### config.mk
export PLATFORM = sky130hd
export DESIGN_NAME = tag_lookup
export DESIGN_NICKNAME = d
export VERILOG_FILES = /design/src/logic/dcache_pkg.sv /design/src/logic/way_array.sv /design/src/logic/tag_lookup.sv
export SDC_FILE = /design/constraint.sdc
export NUM_CORES = 2
export LEC_CHECK = 0
export BUFFER_PORTS_ARGS = -buffer_cell sky130_fd_sc_hd__buf_2
export CAP_MARGIN = 20
export CORE_ASPECT_RATIO = 2
export CORE_MARGIN = 2
export CORE_UTILIZATION = 50
export CTS_CLUSTER_SIZE = 20
export DETAILED_ROUTE_END_ITERATION = 12
export PLACE_DENSITY_LB_ADDON = 0.2
export RECOVER_POWER = 50
export SLEW_MARGIN = 20
export SYNTH_ARGS = -nofsm -noshare
export SYNTH_HDL_FRONTEND = slang
export SYNTH_SLANG_ARGS = --single-unit
export TNS_END_PERCENT = 100
### constraint.sdc
create_clock -name clk_i -period 3.6 [get_ports clk_i]
set_clock_uncertainty 0.15 [all_clocks]
set_input_delay 0.18 -clock clk_i [delete_from_list [all_inputs] [get_ports clk_i]]
set_output_delay 0.18 -clock clk_i [all_outputs]
set_load 0.01 [all_outputs]
### src/logic/dcache_pkg.sv
package dcache_pkg;

    localparam int ADDR_W          = 32;
    localparam int WORD_W          = 32;
    localparam int BLOCK_W         = 128;
    localparam int WORDS_PER_BLOCK = BLOCK_W / WORD_W;
    localparam int WAYS            = 4;
    localparam int SETS            = 16;
    localparam int OFFSET_W        = $clog2(BLOCK_W / 8);
    localparam int INDEX_W         = $clog2(SETS);
    localparam int TAG_W           = ADDR_W - INDEX_W - OFFSET_W;
    localparam int WAY_W           = $clog2(WAYS);

    typedef logic [ADDR_W-1:0]  addr_t;
    typedef logic [WORD_W-1:0]  word_t;
    typedef logic [BLOCK_W-1:0] block_t;
    typedef logic [TAG_W-1:0]   tag_t;
    typedef logic [WAY_W-1:0]   way_t;
    typedef logic [WAYS-1:0]    way_mask_t;
    typedef logic [INDEX_W-1:0] index_t;

    typedef enum logic [2:0] {
        IDLE,
        LOOKUP,
        WRITE_BACK,
        REFILL_REQ,
        REFILL_WAIT,
        RESPOND
    } ctrl_state_t;

    function automatic tag_t addr_tag(addr_t addr);
        return addr[ADDR_W-1 -: TAG_W];
    endfunction

    function automatic index_t addr_index(addr_t addr);
        return addr[OFFSET_W +: INDEX_W];
    endfunction

    // Word position inside the line, byte offset inside the word dropped
    function automatic logic [$clog2(WORDS_PER_BLOCK)-1:0] addr_word(addr_t addr);
        return addr[$clog2(WORD_W / 8) +: $clog2(WORDS_PER_BLOCK)];
    endfunction

endpackage

### src/logic/way_array.sv
module way_array
    import dcache_pkg::*;
#(
    parameter type T = logic
) (
    input  logic      clk_i,

    // Whole set is read at once
    input  index_t    rd_index_i,
    output T          rd_set_o [WAYS],

    // One or more ways written at a single index
    input  way_mask_t wr_en_i,
    input  index_t    wr_index_i,
    input  T          wr_data_i
);

    T mem [SETS][WAYS];

    always_ff @(posedge clk_i) begin
        for (int w = 0; w < WAYS; w++) begin
            if (wr_en_i[w]) begin
                mem[wr_index_i][w] <= wr_data_i;
            end
        end
    end

    always_comb begin
        for (int w = 0; w < WAYS; w++) begin
            rd_set_o[w] = mem[rd_index_i][w];
        end
    end

endmodule

### src/logic/tag_lookup.sv
module tag_lookup
    import dcache_pkg::*;
(
    input  logic   clk_i,
    input  logic   rstn_i,

    input  index_t index_i,
    input  tag_t   tag_i,

    input  logic   fill_i,
    input  way_t   fill_way_i,
    input  logic   mark_dirty_i,
    input  way_t   dirty_way_i,

    output logic   hit_o,
    output way_t   hit_way_o,
    output way_t   victim_way_o,
    output logic   victim_dirty_o,
    output tag_t   victim_tag_o
);

    tag_t      tag_set [WAYS];
    way_mask_t valid_q [SETS];
    way_mask_t dirty_q [SETS];
    way_t      rr_q;
    way_mask_t set_valid;
    way_mask_t set_dirty;
    way_mask_t fill_mask;
    logic      has_invalid;
    way_t      invalid_way;

    way_array #(
        .T (tag_t)
    ) u_tags (
        .clk_i      (clk_i),
        .rd_index_i (index_i),
        .rd_set_o   (tag_set),
        .wr_en_i    (fill_mask),
        .wr_index_i (index_i),
        .wr_data_i  (tag_i)
    );

    assign set_valid = valid_q[index_i];
    assign set_dirty = dirty_q[index_i];
    assign fill_mask = fill_i ? (way_mask_t'(1) << fill_way_i) : '0;

    always_comb begin
        hit_o     = 1'b0;
        hit_way_o = '0;
        for (int w = 0; w < WAYS; w++) begin
            if (set_valid[w] && (tag_set[w] == tag_i)) begin
                hit_o     = 1'b1;
                hit_way_o = way_t'(w);
            end
        end
    end

    // Scan downwards so the lowest invalid way is the one left standing
    always_comb begin
        has_invalid = 1'b0;
        invalid_way = '0;
        for (int w = WAYS - 1; w >= 0; w--) begin
            if (!set_valid[w]) begin
                has_invalid = 1'b1;
                invalid_way = way_t'(w);
            end
        end
    end

    assign victim_way_o   = has_invalid ? invalid_way : rr_q;
    assign victim_dirty_o = set_valid[victim_way_o] & set_dirty[victim_way_o];
    assign victim_tag_o   = tag_set[victim_way_o];

    always_ff @(posedge clk_i) begin
        if (!rstn_i) begin
            for (int s = 0; s < SETS; s++) begin
                valid_q[s] <= '0;
                dirty_q[s] <= '0;
            end
            rr_q <= '0;
        end else begin
            if (fill_i) begin
                valid_q[index_i][fill_way_i] <= 1'b1;
                dirty_q[index_i][fill_way_i] <= 1'b0;
                rr_q <= rr_q + way_t'(1);
            end
            if (mark_dirty_i) begin
                dirty_q[index_i][dirty_way_i] <= 1'b1;
            end
        end
    end

endmodule

Yosys cells after proc, flatten, opt, wreduce, memory -nomap -nowiden
Memory sizes are Yosys's and may differ from the RTL's.
Cells that the tools add are included.

word-level totals
  input bits = 36
  bits in read-only memories = 0
  memories kept = 3
  register bits = 2
  latch bits = 0
  RAM bits = 1,664

cells by class
  shifts and indexed selects = 1
  div/mod/pow operators = 0
  order comparisons = 6
  $add $sub $neg = 1
  equality and inequality tests = 4
  reduce and logical (&&, ||, !) cells = 8
  bitwise operators = 6
  multipliers = 0
  mux-type cells = 53

memory list
  memory      words  bits a word  read ports  clocked after Yosys merged registers in  write ports  RTL line          RTL
  u_tags.mem  16     96           1           0                                        1            way_array.sv:18   T mem [SETS][WAYS];
  dirty_q     16     4            1           0                                        16           tag_lookup.sv:24  way_mask_t dirty_q [SETS];
  valid_q     16     4            1           0                                        16           tag_lookup.sv:23  way_mask_t valid_q [SETS];

operator list
  kind                   number
  $eq A24 B24 Y1         4
  $bmux W24 S2           1
  $mux W24               2
  $mux W4                9
  $mux W1                30
  $mux W2                7
  $lt A2 B3 Y1 const B   3
  $reduce_or A4 Y1       2
  $logic_and A1 B1 Y1    6
  $bmux W1 S2            2
  $demux W1 S2           2
  $ge A2 B1 Y1 const B   2
  $or A1 B1 Y1           4
  $shl A1 B2 Y4 const A  1
  $ge A3 B3 Y1 const B   1
  $not A2 Y3             1
  $add A2 B1 Y2 const B  1
  $and A1 B1 Y1          1

Logic depth before layout (Yosys ltp)
An unclocked memory read counts as a cell.

  word-level depth = 10
  gate-level depth with buffers = 15

Cells and area by module
From an unflattened synthesis, not the netlist that was laid out.

second synthesis, totals
  cells, all modules = 3,302
  area total of the unflattened synthesis = 66,237.3 um2

modules (own cells, without submodules)
  module      sequential area each (um2)  area an instance (um2)  times used  cells each
  way_array   46,124.2                    57,835.5                1           2,431
  tag_lookup  3,243.1                     8,401.8                 1           871

Worst setup path before layout
OpenSTA, ideal clock, no wires.

  kind = input to register
  from = input port index_i[3]
  to = memory dirty_q[2][0] (netlist bit), enable pin
  stages = 7
  data arrival time = 2.678 ns
  required time = 3.156 ns
  path slack = 0.478 ns
  cells stage by stage = buf_4 buf_4 buf_4 nor2_1 nand2_1 nor2_1 or3b_2

RTL lines
  element      RTL line          RTL
  from (decl)  tag_lookup.sv:7   input index_t index_i,
  to (decl)    tag_lookup.sv:24

Worst setup path in the final report
  from = input port tag_i[23]
  to = output port hit_way_o[0]

between the ends
  longest elaborated chain between the ends = 5
  elaborated cells between the ends (all ways) = 9

ends and longest elaborated chain
  element              RTL line          RTL
  from (decl)          tag_lookup.sv:8   input tag_t tag_i,
  $eq A24 B24 Y1       tag_lookup.sv:51  if (set_valid[w] && (tag_set[w] == tag_i)) begin
  $logic_and A1 B1 Y1  tag_lookup.sv:51
  $mux W1              tag_lookup.sv:51
  $mux W2              tag_lookup.sv:51
  $mux W2 (*)          tag_lookup.sv:51
  to (decl)            tag_lookup.sv:16  output way_t hit_way_o,

Every way passes the cells marked *; elsewhere a longest branch is shown, timed or not.

==> results.sh <==
export IMPL_fmax_mhz=219.8
export IMPL_yosys_area_top_type="edfxtp_1"
export IMPL_slew_headroom=-0.3326
export IMPL_routabilityCongestion=1.046
export IMPL_p_per_area_nw_per_um2=488.7
export IMPL_drive_gt1_frac=0.3792
export IMPL_worst_slew_pin_slew_ns=1.999
export IMPL_status="finished, violations left"
export IMPL_io_buffers=65
export IMPL_violations="max-capacitance violations, max-slew violations, negative setup slack"
export IMPL_final_hold_violation_count=0
export IMPL_crit_path_max_fanout=5
export IMPL_cp_arrival_ns=4.22
export IMPL_worst_hold_slack_ns=0.1249
export IMPL_synth_yosys_seq_area_share=0.7171
export IMPL_die_h_um=528.8
export IMPL_numCtsBuffers=148
export IMPL_finalCritPeriodShare=1.264
export IMPL_drtIter0Drc=4714
export IMPL_worstPathRequired_ns=3.27
export IMPL_synth_area_top_cells="edfxtp_1 70%, mux4_2 12%, mux2i_1 3.3%, dfxtp_1 1.9%, nor2_1 1.1%"
export IMPL_grt_pass1_wl_um=315200
export IMPL_root_buffer="clkbuf_16"
export IMPL_synth_cell_type_count=77
export IMPL_initial_core_util=0.5036
export IMPL_cts_sink_count=1666
export IMPL_gr_total_overflow=0
export IMPL_synth_cell_area_um2=68840
export IMPL_clk_path_buf_depth=4
export IMPL_synth_edf_count=1600
export IMPL_critPathKind="in2out"
export IMPL_fin_area_um2=83430
export IMPL_grt_max_degree=117
export IMPL_synth_area_per_cell_um2=19.24
export IMPL_htreeDepth=4
export IMPL_rsz0062_at_grt="true"
export IMPL_detail_route_antenna_nets=0
export IMPL_cp_start_kind="primary input"
export IMPL_first_pass_iters=6
export IMPL_synth_top_cell_area_share=0.6979
export IMPL_wl_per_cell_um=37.12
export IMPL_core_um2=136700
export IMPL_setup_viol=27
export IMPL_grt_use_total=0.3283
export IMPL_fin_crit_ns=4.549
export IMPL_ys_warn_count=0
export IMPL_clkTransAtPathRegs_ns=0.06
export IMPL_synth_top_flop_cell="edfxtp_1"
export IMPL_clock_latency_ns=0.80
export IMPL_dieWidth_um=266.4
export IMPL_slew_violations=37
export IMPL_synth_nets=3614
export IMPL_dieArea_um2=140800
export IMPL_io_pins=66
export IMPL_row_count=192
export IMPL_worst_setup_path_end_kind="output pin"
export IMPL_ff2ff_setup_slack_ns=2.50
export IMPL_first_global_vias=40420
export IMPL_ys_seq_elements=1666
export IMPL_drt_drc_violations_left=0
export IMPL_fin_ws_ns=-0.9492
export IMPL_syn_inst=3578
export IMPL_dpl_cell_area_um2=76880
export IMPL_fin_nets=4355
export IMPL_grt_antenna_before_repair=14
export IMPL_finalPower_uw=40770
export IMPL_ir_worst_vdd_v=0.0003740
export IMPL_viasPerCell=6.458
export IMPL_hpwlAfterDp_um=156200
export IMPL_drv_cap=2
export IMPL_hold_path_class="in2reg"
export IMPL_via_count=39980
export IMPL_cts_tree="done"
export IMPL_synthToLayoutAreaGrowth_pct=21.19
export IMPL_power_leakage_uw=0.02801
export IMPL_place_ws_ns=-0.5828
export IMPL_drt_wl_total_um=229800
export IMPL_async_reset_ff_frac=0
## worst max-delay path, cell delays in order
cell and delay [ns]:
clkbuf_1 0.93, inv_1 0.78, xnor2_1 0.32, a21oi_1 0.19, a31oi_1 0.11, a21oi_1 0.18, and4b_1 0.22, nand4_1 0.60
buf_6 0.38, o21ai_4 0.16, buf_6 0.13
## layout make-up
| class | count | area, um2 |
|---|---|---|
| multi-input cells | 1667 | 19250 |
| clock inverters | 72 | 566.8 |
| clock buffers | 184 | 3963 |
| diodes | 19 | 47.55 |
| well taps | 1746 | 2185 |
| repair buffers | 815 | 7959 |
| fillers | 9736 | 53260 |
| flip-flops and latches | 1666 | 49370 |
| inverters | 21 | 90.09 |
## path summary, 6_finish.rpt
kind                                     start           endpoint  cells after the start
worst max-delay path                 tag_i[23]       hit_way_o[0]                     11
worst min-delay path                 tag_i[18]  u_tags.mem[1][66]                      2
worst max register to register         rr_q[0]            rr_q[1]                      3
worst min register to register  valid_q[11][1]     valid_q[11][1]                      1
## cells in the mapped netlist (all sizes together), types with 7 or more instances
cell type	count
dfxtp	66
o211ai	11
nor3	18
a31oi	16
o22ai	31
buf	154
nand2b	7
xor2	18
or3b	65
xnor2	79
a211oi	26
edfxtp	1600
a221oi	22
mux2i	227
a22oi	42
clkinv	7
o21ai	47
and2	13
mux2	53
inv	14
nand2	151
o2111ai	8
nor2b	16
nor2	194
o21a	64
a21oi	56
nand3	15
clkbuf	70
nor4	10
mux4	395
## where the power goes
part / leakage (uW) / switching [uW] / internal [uW]
sequential: 0.0150 / 48.2 / 21400
combinational: 0.0108 / 2370 / 1620
clock: 0.00222 / 6950 / 8400
## repair_timing
item,4_1_cts,5_1_grt
pin swaps,55,28
resized for setup,213,73
hold endpoints to repair,860,0
gates cloned,3,1
setup buffers,31,9
endpoints found under the setup margin,28,28
hold buffers,35,0
## kinds of logic after synthesis
kind of cell              share of synthesized area
DFF                                          0.7171
and+or+nand+nor                             0.03621
muxes                                        0.1723
xor gates and xnor gates                    0.01234
buffers and inverters                       0.02252
AOI/OAI and AO/OA                           0.03955
## per-layer routing
layer	routed length [um]	global-route usage	up-vias
met2	115000	0.5527	2174
met3	15990	0.04690	660
li1	-	-	16140
met1	77620	0.3808	21000
met5	27	0	-
met4	21130	0.2475	4
## layout by cell type, fill, tap and decap left out, types with 10 or more instances in the layout
master / count
o211ai_1: 11
a221oi_1: 19
edfxtp_1: 1600
a21oi_2: 11
o21a_1: 64
buf_2: 42
a21oi_1: 37
diode_2: 19
o21ai_0: 26
mux2i_1: 212
dlygate4sd3_1: 33
buf_4: 551
inv_1: 10
nor2_4: 31
a31oi_1: 10
buf_6: 38
clkinv_2: 23
nor3_1: 11
mux4_2: 374
nor2_2: 50
a211oi_1: 11
xor2_1: 18
or3b_2: 65
o21ai_1: 13
buf_12: 128
mux2_2: 51
o22ai_1: 29
a22oi_1: 37
nand2_1: 140
nor2_1: 113
xnor2_1: 78
nand3_1: 12
dfxtp_1: 64
clkbuf_16: 152
buf_8: 10
clkinv_1: 36
clkbuf_1: 36
mux4_1: 21
nor2b_1: 15
## state kept, by name, summed over array words and instances, names as in the netlist
name,cells
dirty_q,64
u_tags.mem,1536
valid_q,64
rr_q,2
## per-stage QoR
stage	cells	utilization	setup TNS [ns]
final	6190	0.6103	-5.099
after global routing	6184	0.6102	-5.415
after CTS	6175	0.6079	-4.275
after detailed placement	5857	0.5625	-2.296
after global placement	5857	0.5625	-2.257
after floorplan	3578	-	0
No activity file was read; power rests on OpenSTA's default activity.
